<file path="config.mk">
export PLATFORM = sky130hd
export DESIGN_NAME = icache_fetch_mux
export DESIGN_NICKNAME = d
export VERILOG_FILES = /design/src/rtl/icache_pkg.sv /design/src/rtl/icache_fetch_mux.sv
export VERILOG_INCLUDE_DIRS = /design/src /design/src/rtl
export SDC_FILE = /design/constraint.sdc
export NUM_CORES = 1
export LEC_CHECK = 0
export BUFFER_PORTS_ARGS = -buffer_cell sky130_fd_sc_hd__buf_2
export CORE_AREA = 2 2 225 227
export DETAILED_ROUTE_END_ITERATION = 12
export DIE_AREA = 0 0 227 229
export GPL_ROUTABILITY_DRIVEN = 0
export GPL_TIMING_DRIVEN = 0
export PLACE_DENSITY = 0.3
export SLEW_MARGIN = 15
export SYNTH_ARGS = -nofsm -noshare
export SYNTH_HDL_FRONTEND = slang
export SYNTH_SLANG_ARGS = --single-unit
export TNS_END_PERCENT = 30
</file>
<file path="constraint.sdc">
create_clock -name vclk -period 3.7
set_input_delay 0.925 -clock vclk [all_inputs]
set_output_delay 0.925 -clock vclk [all_outputs]
set_load 0.02 [all_outputs]
</file>
<file path="src/rtl/icache_cfg.svh">
`ifndef ICACHE_CFG_SVH
`define ICACHE_CFG_SVH

// fetch address and instruction word
`define ICACHE_ADDR_W 32
`define ICACHE_WORD_W 32

// address split into tag, index and offset
`define ICACHE_TAG_W 19
`define ICACHE_INDEX_W 7
`define ICACHE_OFFSET_W 6

// 8 KB direct mapped, 64 byte lines
`define ICACHE_LINES 128
// offset[5:4] picks the bank, offset[3:2] the word inside it
`define ICACHE_BANKS 4
`define ICACHE_BANK_W 128

// refill burst of one 32-bit beat per word of the line
`define ICACHE_BEATS 16
`define ICACHE_BURST_LEN_W 8
// addr[31:28] of the uncached I/O window
`define ICACHE_IO_REGION 4'h1

`endif

</file>
<file path="src/rtl/icache_pkg.sv">
`include "icache_cfg.svh"

package icache_pkg;

  // address and its fields
  typedef logic [`ICACHE_ADDR_W-1:0] addr_t;
  typedef logic [`ICACHE_TAG_W-1:0] tag_t;
  typedef logic [`ICACHE_INDEX_W-1:0] index_t;
  typedef logic [`ICACHE_OFFSET_W-1:0] offset_t;

  // payload widths
  typedef logic [`ICACHE_WORD_W-1:0] word_t;
  typedef logic [`ICACHE_BANK_W-1:0] bank_data_t;

  // selects and counters
  typedef logic [$clog2(`ICACHE_BANK_W / `ICACHE_WORD_W)-1:0] word_sel_t;
  typedef logic [$clog2(`ICACHE_BANKS)-1:0] bank_sel_t;
  typedef logic [$clog2(`ICACHE_BEATS)-1:0] beat_t;
  typedef logic [`ICACHE_BURST_LEN_W-1:0] burst_len_t;

  // controller states
  typedef enum logic [2:0] {
    IDLE,
    LOOKUP,
    REFILL,
    UNCACHED_READ,
    RESPOND
  } icache_state_e;

endpackage

</file>
<file path="src/rtl/icache_fetch_mux.sv">
`timescale 1ns/1ps
`include "icache_cfg.svh"

module icache_fetch_mux (
  input  icache_pkg::bank_data_t bank_data_i [`ICACHE_BANKS],
  input  icache_pkg::offset_t    offset_i,
  input  logic                   uncached_sel_i,
  input  icache_pkg::word_t      uncached_word_i,
  output icache_pkg::word_t      fetch_data_o
);

  icache_pkg::bank_sel_t  bank_sel;
  icache_pkg::word_sel_t  word_sel;
  icache_pkg::bank_data_t bank_line;
  icache_pkg::word_t      cached_word;

  // offset[5:4] bank, offset[3:2] word
  assign bank_sel = offset_i[5:4];
  assign word_sel = offset_i[3:2];

  assign bank_line   = bank_data_i[bank_sel];
  assign cached_word = bank_line[word_sel*`ICACHE_WORD_W +: `ICACHE_WORD_W];

  // uncached reply bypasses the banks
  assign fetch_data_o = uncached_sel_i ? uncached_word_i : cached_word;

endmodule

</file>
==> flow_summary.yaml <==
status:
  status: "finished, final reports clean"
drt:
  post-route-drc-count: 0
  drt-initial-drc-count: 183
  wl_met2_mm: 19.49
  top_layer_used: "met5"
  vias: 5993
  drt-total-wl_mm: 36.59
  dr_wl_met3_mm: 2.609
  drt.antenna.violating_nets: 0
  firstDrtPassIters: 4
  viasPerCell: 3.834
  wl_per_cell_um: 23.41
  met1_length_mm: 14.36
yosys:
  ys_types: 18
  synth_warnings: 0
  yosysSeqAreaShare_pct: 0
  postSynthAreaPerCell_um2: 14.56
  syn-num-nets: 859
  synth.most_common_cell: "mux4_2"
  synthTopCellsByCount: "mux4_2, a221oi_2, mux2i_1, nor2_1, o22ai_1"
  synth_top_area_share_pct: 61.26
  netlist_area_um2: 4486
  syn_inst: 308
  ys_top_cells_by_area: "mux4_2, a221oi_2, mux2i_1"
  synth_top_cell_by_area: "mux4_2"
global_route:
  grt_max_degree: 11
  antenna_found_initial: 8
  grt_pass1_vias: 6831
  grt_overflow: 0
  grt_pass1_wl_mm: 48.50
  grt_usage_pct: 13.17
worst_setup_path:
  max_stage_delay_ns: 0.42
  cpMostUsedCell: "buf_2"
  crit_type: "in2out"
  start_kind: "input pin"
  required_ns: 2.77
  worstPathArrival_ns: 2.65
  crit_chain: "buf_2 > buf_4 > nand2b_1 > buf_2 > o22ai_2 > a221oi_2 > buf_2"
  cp-end-kind: "primary output"
  slowest_stage: "buf_2"
  critPathMaxFanout: 10
floorplanning:
  die_area_um2: 51980
  die_w_um: 227
  ios: 583
  chipHeight_um: 229
  rows: 82
  coreArea_um2: 49660
  initial_core_util_pct: 9.033
placement:
  portBuffers: 579
  dpl.cell_count: 1559
  placed_area_um2: 8224
  dpl.hpwl_mm: 31.49
sta:
  maxSlewViolCount: 0
  hold_violations: 0
  max_clock_freq_ghz: 0.2796
  min_period_ns: 3.577
  whs_ns: 2.244
  rsz0062_at_grt: "no"
  relSlewSlack_pct: 35.16
  tns_ns: 0
  post-route-period-util_pct: 96.67
  setup_viol: 0
  worst_slew_pin_slew_ns: 0.9726
final_layout:
  fin_cells: 1563
  final_layout_size_suffix_gt1_share_pct: 88.84
  num-clock-buffers: 0
  fillers: 5672
  seq_cell_count: 0
  fin_nets: 1440
  regArea_um2: 0
  area_growth_pct: 84.38
  finish.instance_area_um2: 8270
  fin_util_pct: 16.65
power:
  vdd_drop_max_mv: 0.03561
  p_leak_nw: 3.780
  p_per_area_nw_per_um2: 126.4
hold_path:
  hp-class: "in2out"
flow_run:
  cap_violations: 0
clock_network:
  holdBufCountCts: 0
-- worst paths after layout --
path | start | end | slack [ns] | cells past startpoint
worst max-delay path | offset_i[3] | fetch_data_o[18] | 0.12 | 7
worst min-delay path | uncached_word_i[3] | fetch_data_o[3] | 2.24 | 4
-- what timing repair did --
item,CTS,global route
buffers inserted,0,0
setup endpoints to repair,30,10
gates resized for setup,8,7
-- power by group --
| part | internal [mW] | leakage (nW) | total, mW | switching (mW) |
|---|---|---|---|---|
| sequential | 0 | 0 | 0 | 0 |
| combinational | 0.563 | 3.78 | 1.05 | 0.482 |
| clock | 0.000000145 | 0.0000254 | 0.000000145 | 0 |
-- layer usage --
layer  track usage, %  vias up
li1                 -     2632
met1            15.60     3018
met2            25.59      319
met3            2.142       16
met4           0.7353        8
met5                0        -
-- stage by stage --
step | total power, mW | setup slack [ns]
global route | 1.122 | 0.002454
floorplan | 0.5520 | 0.6215
CTS | 1.064 | -0.06736
global placement | 1.054 | -0.4369
finish | 1.045 | 0.1233
detailed placement | 1.059 | -0.3986
-- logic make-up after synthesis --
kind of cell,synth area share [%]
muxes,71.91
AOI/OAI and AO/OA,16.57
buffers and inverters,8.424
and+or+nand+nor,3.097
-- cell usage in the layout, fill, tap and decap left out --
cell,instances
diode_2,4
mux2i_4,1
clkbuf_1,7
inv_2,1
nor2_1,32
clkbuf_4,6
buf_4,7
or2_2,1
nor2b_2,1
mux4_2,122
mux2i_1,31
buf_12,1
o22ai_2,10
o22ai_1,22
buf_8,6
a221oi_2,32
clkbuf_2,6
buf_2,585
nand2b_1,1
buf_6,9
mux4_1,6
-- cell type report --
type	instances	area (um2)	area share, %
Multi-Input combinational cell	259	4123	49.85
Timing Repair Buffer	579	2898	35.04
Buffer	48	395.4	4.781
Inverter	1	3.754	0.04539
Antenna cell	4	10.01	0.1210
Tap cell	672	840.8	10.17
-- critical path, delay by kind of cell --
family	cells	cell delay [ns]
buffers and inverters	4	0.97
AOI/OAI and AO/OA	2	0.46
and+or+nand+nor	1	0.27
No activity file was read; power rests on OpenSTA's default activity.
