`config.mk`:
```
export PLATFORM = sky130hd
export DESIGN_NAME = icache_ctrl
export DESIGN_NICKNAME = d
export VERILOG_FILES = /design/src/rtl/icache_pkg.sv /design/src/rtl/icache_ctrl.sv
export VERILOG_INCLUDE_DIRS = /design/src /design/src/rtl
export SDC_FILE = /design/constraint.sdc
export NUM_CORES = 1
export LEC_CHECK = 0
export ABC_AREA = 1
export BUFFER_PORTS_ARGS = -buffer_cell sky130_fd_sc_hd__buf_2
export CAP_MARGIN = 20
export CORE_AREA = 10 10 111 113
export CTS_CLUSTER_DIAMETER = 150
export DETAILED_ROUTE_END_ITERATION = 16
export DIE_AREA = 0 0 121 123
export HOLD_SLACK_MARGIN = 0.08
export PLACE_DENSITY = 0.77
export SYNTH_ARGS = -nofsm -noshare
export SYNTH_HDL_FRONTEND = slang
export SYNTH_SLANG_ARGS = --single-unit
```
`constraint.sdc`:
```
create_clock -name clk -period 4.2 [get_ports clk]
set_clock_uncertainty 0.05 [all_clocks]
set_input_delay 0.21 -clock clk [delete_from_list [all_inputs] [get_ports clk]]
set_output_delay 0.21 -clock clk [all_outputs]
set_load 0.02 [all_outputs]
```
`src/rtl/icache_cfg.svh`:
```
`ifndef ICACHE_CFG_SVH
`define ICACHE_CFG_SVH

// fetch address and instruction word
`define ICACHE_ADDR_W 32
`define ICACHE_WORD_W 32

// address split into tag, index and offset
`define ICACHE_TAG_W 19
`define ICACHE_INDEX_W 7
`define ICACHE_OFFSET_W 6

// 8 KB direct mapped, 64 byte lines
`define ICACHE_LINES 128
// offset[5:4] picks the bank, offset[3:2] the word inside it
`define ICACHE_BANKS 4
`define ICACHE_BANK_W 128

// refill burst of one 32-bit beat per word of the line
`define ICACHE_BEATS 16
`define ICACHE_BURST_LEN_W 8
// addr[31:28] of the uncached I/O window
`define ICACHE_IO_REGION 4'h1

`endif

```
`src/rtl/icache_pkg.sv`:
```
`include "icache_cfg.svh"

package icache_pkg;

  // address and its fields
  typedef logic [`ICACHE_ADDR_W-1:0] addr_t;
  typedef logic [`ICACHE_TAG_W-1:0] tag_t;
  typedef logic [`ICACHE_INDEX_W-1:0] index_t;
  typedef logic [`ICACHE_OFFSET_W-1:0] offset_t;

  // payload widths
  typedef logic [`ICACHE_WORD_W-1:0] word_t;
  typedef logic [`ICACHE_BANK_W-1:0] bank_data_t;

  // selects and counters
  typedef logic [$clog2(`ICACHE_BANK_W / `ICACHE_WORD_W)-1:0] word_sel_t;
  typedef logic [$clog2(`ICACHE_BANKS)-1:0] bank_sel_t;
  typedef logic [$clog2(`ICACHE_BEATS)-1:0] beat_t;
  typedef logic [`ICACHE_BURST_LEN_W-1:0] burst_len_t;

  // controller states
  typedef enum logic [2:0] {
    IDLE,
    LOOKUP,
    REFILL,
    UNCACHED_READ,
    RESPOND
  } icache_state_e;

endpackage

```
`src/rtl/icache_ctrl.sv`:
```
`timescale 1ns/1ps
`include "icache_cfg.svh"

module icache_ctrl (
  input  logic                    clk,
  input  logic                    rst,
  input  logic                    fetch_req_i,
  input  icache_pkg::addr_t       fetch_addr_i,
  input  logic                    hit_i,
  input  logic                    mem_rdata_valid_i,
  input  icache_pkg::word_t       mem_rdata_i,
  output logic                    fetch_valid_o,
  output icache_pkg::index_t      rd_index_o,
  output icache_pkg::offset_t     offset_o,
  output icache_pkg::tag_t        tag_o,
  output logic                    tag_wr_o,
  output logic [`ICACHE_BANKS-1:0] bank_wr_o,
  output icache_pkg::word_sel_t   wr_word_o,
  output icache_pkg::word_t       wr_data_o,
  output logic                    uncached_sel_o,
  output icache_pkg::word_t       uncached_word_o,
  output logic                    mem_req_valid_o,
  output icache_pkg::addr_t       mem_addr_o,
  output icache_pkg::burst_len_t  mem_len_o
);

  icache_pkg::icache_state_e state_q;
  icache_pkg::addr_t         addr_q;
  icache_pkg::beat_t         beat_q;
  icache_pkg::bank_sel_t     beat_bank;
  logic                      beat_fire;
  logic                      last_beat;
  logic                      io_access;

  // split of the captured fetch address
  assign tag_o      = addr_q[`ICACHE_ADDR_W-1 -: `ICACHE_TAG_W];
  assign rd_index_o = addr_q[`ICACHE_OFFSET_W +: `ICACHE_INDEX_W];
  assign offset_o   = addr_q[`ICACHE_OFFSET_W-1:0];

  // top nibble selects the I/O window
  assign io_access = (addr_q[`ICACHE_ADDR_W-1 -: 4] == `ICACHE_IO_REGION);

  // a beat moves whenever both sides are valid
  assign beat_fire = mem_req_valid_o && mem_rdata_valid_i;
  assign last_beat = (beat_q == icache_pkg::beat_t'(`ICACHE_BEATS - 1));

  // beat k goes to bank k/4, word k mod 4
  assign beat_bank = beat_q[3:2];
  assign wr_word_o = beat_q[1:0];
  assign wr_data_o = mem_rdata_i;

  always_comb begin
    bank_wr_o = '0;
    if (state_q == icache_pkg::REFILL && beat_fire) begin
      bank_wr_o[beat_bank] = 1'b1;
    end
  end

  // tag and valid bit land with the final beat
  assign tag_wr_o = (state_q == icache_pkg::REFILL) && beat_fire && last_beat;

  always_ff @(posedge clk) begin
    if (rst) begin
      state_q         <= icache_pkg::IDLE;
      fetch_valid_o   <= 1'b0;
      mem_req_valid_o <= 1'b0;
      uncached_sel_o  <= 1'b0;
      beat_q          <= '0;
    end else begin
      // response is a single cycle pulse
      fetch_valid_o <= 1'b0;
      case (state_q)
        icache_pkg::IDLE: begin
          // request is still up in the response cycle, skip it
          if (fetch_req_i && !fetch_valid_o) begin
            uncached_sel_o <= 1'b0;
            state_q        <= icache_pkg::LOOKUP;
          end
        end
        icache_pkg::LOOKUP: begin
          // I/O window wins over the tag compare
          if (io_access) begin
            mem_req_valid_o <= 1'b1;
            state_q         <= icache_pkg::UNCACHED_READ;
          end else if (hit_i) begin
            state_q <= icache_pkg::RESPOND;
          end else begin
            mem_req_valid_o <= 1'b1;
            beat_q          <= '0;
            state_q         <= icache_pkg::REFILL;
          end
        end
        icache_pkg::REFILL: begin
          if (beat_fire) begin
            beat_q <= beat_q + 1'b1;
            if (last_beat) begin
              // look the now valid line up again
              mem_req_valid_o <= 1'b0;
              state_q         <= icache_pkg::LOOKUP;
            end
          end
        end
        icache_pkg::UNCACHED_READ: begin
          if (beat_fire) begin
            mem_req_valid_o <= 1'b0;
            uncached_sel_o  <= 1'b1;
            fetch_valid_o   <= 1'b1;
            state_q         <= icache_pkg::IDLE;
          end
        end
        icache_pkg::RESPOND: begin
          // bank read data is settled by now
          fetch_valid_o <= 1'b1;
          state_q       <= icache_pkg::IDLE;
        end
        default: begin
          state_q <= icache_pkg::IDLE;
        end
      endcase
    end
  end

  // address, burst descriptor and uncached word
  always_ff @(posedge clk) begin
    if (state_q == icache_pkg::IDLE && fetch_req_i && !fetch_valid_o) begin
      addr_q <= fetch_addr_i;
    end
    if (state_q == icache_pkg::LOOKUP) begin
      if (io_access) begin
        // exact address, single beat
        mem_addr_o <= addr_q;
        mem_len_o  <= '0;
      end else begin
        // line aligned, full burst
        mem_addr_o <= {addr_q[`ICACHE_ADDR_W-1:`ICACHE_OFFSET_W], {`ICACHE_OFFSET_W{1'b0}}};
        mem_len_o  <= icache_pkg::burst_len_t'(`ICACHE_BEATS - 1);
      end
    end
    if (state_q == icache_pkg::UNCACHED_READ && beat_fire) begin
      uncached_word_o <= mem_rdata_i;
    end
  end

endmodule

```
==> results.json, run 1 <==
{
  "synth_cells": 258,
  "max_freq_ghz": 0.532,
  "port-buffer-count": 210,
  "synth_top_cell_by_area": "edfxtp_1",
  "worstPathCellList": "nor2_2 > nand2_2 > clkinv_2 > nand2_4 > nand2_2 > nand2_1 > nand2_1 > nor2_1",
  "layout-drive-gt1-share": 0.471,
  "synth_cell_types": 25,
  "grt_pass1_vias": 3085,
  "setup_tns_ns": 0,
  "vias": 2829,
  "place_congestion": 0.814,
  "cts_resized": 0,
  "clock_sinks": 107,
  "power_leakage_nw": 2.50,
  "hold_viol": 0,
  "start_kind": "register",
  "hpwl_um": 8260,
  "powerDensity_mw_per_mm2": 528,
  "p_int_mw": 2.02,
  "drtIter0Drc": 158,
  "required_ns": 4.46,
  "drc": 0,
  "drv_cap": 0,
  "path_class": "reg -> reg",
  "antenna_found_initial": 0,
  "grt_remaining_overflow": 0,
  "row_count": 37,
  "grt_pass1_wl_um": 16600,
  "critPathSlowestCell": "dfxtp_1",
  "die-area_mm2": 0.0149,
  "clkPwrFrac": 0.219,
  "worstMarginPinSlew_ns": 0.614,
  "ys_seq_elements": 107,
  "setup_ws_ns": 2.32,
  "p_sw_frac": 0.336,
  "slew_headroom": 0.590,
  "n_fill_cell": 816,
  "period_minus_slack_ns": 1.88,
  "yosys_warnings": 0,
  "p_seq_frac": 0.501,
  "multi_input_area_um2": 429,
  "die_y_um": 123,
  "max_stage_delay_ns": 0.51,
  "syn_area_per_cell_um2": 15.3,
  "rsz0062_at_grt": "false",
  "avgViaCountPerCell": 4.35,
  "cp-end-kind": "register",
  "finalSetupViolCount": 0,
  "pin_count": 215,
  "hold_path.class": "in -> reg",
  "seq_area_frac_synth": 0.790,
  "ant_nets": 0,
  "grt_usage": 0.145,
  "area_delta_synth_final_pct": 46.2,
  "drt-total-wl_um": 11400,
  "ctsLongestPathBuffers": 2,
  "dr.pass1.iters": 4,
  "slew_violations": 0,
  "peakVddDrop_uv": 269,
  "arrival_ns": 2.14,
  "status": "completed",
  "core_mm2": 0.0101,
  "combPwrFrac": 0.280,
  "cts_tree": "done",
  "cts.clk_slew.worst_paths_ns": 0.09,
  "clockRootBuffer": "clkbuf_8",
  "pre_cts_ws_ns": 2.31,
  "cts-buffers-inserted": 9,
  "seq_area_mm2": 0.00311,
  "rr_worst_depth": 8,
  "cts.htree.levels": 3,
  "yosysTopAreaCellShare": 0.739,
  "syn_area_mm2": 0.00394,
  "start_util": 0.389,
  "insertion_delay_ns": 0.37,
  "chipWidth_um": 121,
  "switching_power_mw": 1.02,
  "netlist_top_cells_area": "edfxtp_1, buf_4, dfxtp_1, inv_1, nor2_1",
  "wl_per_cell_um": 17.5,
  "fin_nets": 577,
  "crit_fanout": 36,
  "hold_path_depth": 4,
  "fin_crit_sh": 0.447,
  "grt_max_degree": 37
}
-- layout make-up --
| cell class | instances | area share |
|---|---|---|
| clock inverter | 6 | 0.0156 |
| antenna | 2 | 0.000869 |
| multi-input combinational | 86 | 0.0745 |
| clock buffer | 10 | 0.0222 |
| inverter | 24 | 0.0159 |
| timing repair buffer | 279 | 0.301 |
| tap | 136 | 0.0295 |
| sequential | 107 | 0.540 |
-- critical path: cells and delay by family (launching register included) --
| kind | cells | cell delay [ns] |
|---|---|---|
| AND/OR/NAND/NOR | 7 | 0.76 |
| flip-flops | 1 | 0.51 |
| buffers and inverters | 1 | 0.49 |
-- layout by cell type (no fill, tap or decap), types with 3 or more instances in the layout --
cell           count
nor3_1             5
nand2_2            4
nand2_1           21
inv_1             22
a21oi_1            6
o21ai_0            3
nand3_1            8
buf_2            210
dlygate4sd3_1     66
edfxtp_1          97
clkbuf_8           9
dfxtp_1           10
buf_4              3
nor2_1            22
conb_1             4
-- path summary, 6_finish.rpt --
check / startpoint / to / slack [ns]
setup / recovery: state_q[1] / beat_q[1] / 2.32
setup reg to reg: state_q[1] / beat_q[1] / 2.32
hold reg to reg: addr_q[15] / mem_addr_o[15] / 0.41
hold / removal: mem_rdata_valid_i / state_q[0] / 0.22
-- power by group through the flow --
stage / Clock [mW] / Combinational (mW) / Sequential (mW)
final: 0.667 / 0.853 / 1.52
after global routing: 0.733 / 0.925 / 1.55
after global placement: 0 / 0.793 / 1.54
after floorplan: 0 / 0.332 / 1.74
after CTS: 0.696 / 0.864 / 1.52
after detailed placement: 0 / 0.817 / 1.55
-- layer usage --
| metal | up-vias | wire length, um | track usage |
|---|---|---|---|
| met5 | - | 0 | 0 |
| met4 | 0 | 257 | 0.0732 |
| met3 | 18 | 1050 | 0.0629 |
| met2 | 142 | 6040 | 0.251 |
| met1 | 1329 | 4020 | 0.147 |
| li1 | 1340 | - | - |
-- state kept, by name, indices dropped and copies added, names as in the netlist --
signal / cells
addr_q: 32
mem_addr_o: 32
uncached_word_o: 32
beat_q: 4
state_q: 3
fetch_valid_o: 1
mem_len_o: 1
mem_req_valid_o: 1
uncached_sel_o: 1
-- metrics by stage --
stage,utilization,hold WS [ns],cells,power [mW],area (um^2)
2_1_floorplan,-,0.259,261,2.07,3950
3_3_place_gp,0.481,0.337,566,2.33,4880
3_5_place_dp,0.481,0.338,566,2.37,4880
4_1_cts,0.568,0.188,648,3.08,5760
5_1_grt,0.568,0.212,648,3.20,5760
6_report,0.568,0.222,650,3.04,5760
-- cells by family after synthesis --
family | count (synthesis) | synth area share
other | 1 | 0.000951
AND/OR/NAND/NOR | 71 | 0.0860
buffers and inverters | 68 | 0.107
AO/OA/AOI/OAI | 10 | 0.0130
flip-flops | 107 | 0.790
adder cells (fa/ha/maj) | 1 | 0.00317
-- cells in the mapped netlist --
master     n
buf_6      1
nand3b_1   2
nand3_2    1
nand2_4    1
edfxtp_1  97
nor2_1    22
dfxtp_1   10
a21oi_1    6
nand2_2    4
inv_1     22
nand4_1    2
conb_1     1
clkinv_2   1
ha_1       1
buf_4     42
buf_1      1
nand2_1   21
nor3_1     6
nor3_2     1
a31oi_1    1
nand3_1    8
nor2_4     1
o21ai_0    3
nor2_2     2
inv_2      1
-- what timing repair did --
action | 4_1_cts | 5_1_grt
hold buffers | 66 | 0
setup buffers | 0 | 0
setup endpoints to repair | 0 | 0
hold endpoints to repair | 72 | 0
Power figures use the tool's default switching activity.
==> inputs of run 2 (changes only) <==
==> constraint.sdc (replaced) <==
create_clock -name clk -period 1.8 [get_ports clk]
set_clock_uncertainty 0.05 [all_clocks]
set_input_delay 0.09 -clock clk [delete_from_list [all_inputs] [get_ports clk]]
set_output_delay 0.09 -clock clk [all_outputs]
set_load 0.02 [all_outputs]
==> run 2 against run 1 <==
Against the previous run:
- hold slack lost 0.12 ns
- setup slack lost 2.2 ns
- register-to-register slack lost 2.2 ns
- power grew 130%
- sequential cell count is the same
- sequential share of layout area shrank 0.29 points
- clock power grew 120%
- combinational power grew 140%
- die area is the same
- core utilization grew 0.47 points
- non-clock buffer count grew 1
==> results.json, run 2 (synthesized netlist as in run 1, its figures left out) <==
{
  "status": "completed",
  "crit_fanout": 6,
  "wl_per_cell_um": 16.8,
  "cts.clk_slew.worst_paths_ns": 0.10,
  "arrival_ns": 1.54,
  "hold_viol": 0,
  "clockRootBuffer": "clkbuf_8",
  "peakVddDrop_uv": 547,
  "multi_input_area_um2": 440,
  "max_freq_ghz": 0.597,
  "dr.pass1.iters": 4,
  "place_congestion": 0.912,
  "die_y_um": 123,
  "insertion_delay_ns": 0.38,
  "required_ns": 1.66,
  "cp-end-kind": "primary output",
  "drv_cap": 0,
  "setup_tns_ns": 0,
  "layout_commonest_cell": "buf_2",
  "avgViaCountPerCell": 4.31,
  "chipWidth_um": 121,
  "cts_tree": "done",
  "fin_hold_ws_ns": 0.0977,
  "cts.htree.levels": 3,
  "pin_count": 215,
  "grt_pass1_wl_um": 16200,
  "fin_crit_sh": 0.931,
  "vias": 2801,
  "drt-total-wl_um": 10900,
  "seq_area_mm2": 0.00312,
  "start_kind": "register",
  "grt_remaining_overflow": 0,
  "slew_violations": 0,
  "grt_max_degree": 35,
  "core_mm2": 0.0101,
  "period_minus_slack_ns": 1.68,
  "area_delta_synth_final_pct": 47.4,
  "critPathSlowestCell": "dfxtp_2",
  "ctsLongestPathBuffers": 2,
  "die-area_mm2": 0.0149,
  "hold_path.class": "in -> reg",
  "start_util": 0.389,
  "cts-buffers-inserted": 9,
  "fin_nets": 578,
  "drtIter0Drc": 170,
  "port-buffer-count": 210,
  "row_count": 37,
  "rsz0062_at_grt": "false",
  "drc": 0,
  "max_stage_delay_ns": 0.37,
  "grt_usage": 0.142,
  "path_class": "reg -> out",
  "ant_nets": 0,
  "finalSetupViolCount": 0,
  "top_regs": "addr_q (32), mem_addr_o (32), uncached_word_o (32)",
  "grt_pass1_vias": 2939,
  "layout-drive-gt1-share": 0.485,
  "powerDensity_mw_per_mm2": 1220,
  "antenna_found_initial": 1,
  "layout_common_cells": "buf_2, edfxtp_1, dlygate4sd3_1",
  "worstPathCellList": "nor2_4 > nand3_2 > nor3_1 > buf_2",
  "clock_sinks": 107,
  "n_fill_cell": 798,
  "power_leakage_nw": 2.52,
  "hpwl_um": 8120
}
run 2: layout make-up:
| cell class | count | area share |
|---|---|---|
| Sequential cell | 107 | 0.537 |
| Timing Repair Buffer | 280 | 0.307 |
| Multi-Input combinational cell | 86 | 0.0758 |
| Tap cell | 136 | 0.0293 |
| Clock buffer | 9 | 0.0213 |
| Inverter | 24 | 0.0157 |
| Clock inverter | 7 | 0.0131 |
| Antenna cell | 1 | 0.000431 |
run 2: report_power, final:
group          total [mW]  switching [mW]  internal, mW
sequential           3.55           0.222          3.33
clock                1.46           0.807         0.655
combinational        2.06            1.39         0.673
run 2: final timing paths:
check / from / to / slack, ns / depth (start not counted)
max: state_q[2] / bank_wr_o[2] / 0.12 / 4
min reg2reg: addr_q[16] / mem_addr_o[16] / 0.40 / 0
min: hit_i / state_q[1] / 0.1 / 4
max reg2reg: addr_q[31] / state_q[2] / 0.13 / 5
run 2: through the flow:
step / cells / instance area (um^2) / util / power, mW / setup slack [ns]
final: 650 / 5810 / 0.573 / 7.08 / 0.124
after global placement: 566 / 4930 / 0.487 / 5.52 / 0.402
after floorplan: 261 / 3980 / - / 4.86 / 0.00264
after CTS: 649 / 5800 / 0.573 / 7.14 / 0.103
after detailed placement: 566 / 4930 / 0.487 / 5.57 / 0.369
after global routing: 650 / 5810 / 0.573 / 7.44 / 0.0158
run 2: repair_timing:
| item | 4_1_cts | 5_1_grt |
|---|---|---|
| endpoints found under the hold margin | 74 | 0 |
| setup endpoints to repair | 0 | 2 |
| hold buffers | 67 | 0 |
| resized for setup | 0 | 1 |
| buffers inserted | 0 | 0 |
run 2: worst max-delay path, delay by kind of cell, from the launching register on:
kind	cells	cell delay, ns
buf+inv	1	0.22
flops	1	0.37
simple gates	3	0.56
run 2: metal layers:
layer  routed length, um  part of all wire  vias up  track usage
met1                3710              0.34     1310        0.138
met5                   0                 0        -            0
met2                6000              0.55      124        0.259
met3                 927             0.085       22       0.0510
met4                 314             0.029        0       0.0754
li1                    -                 -     1345            -
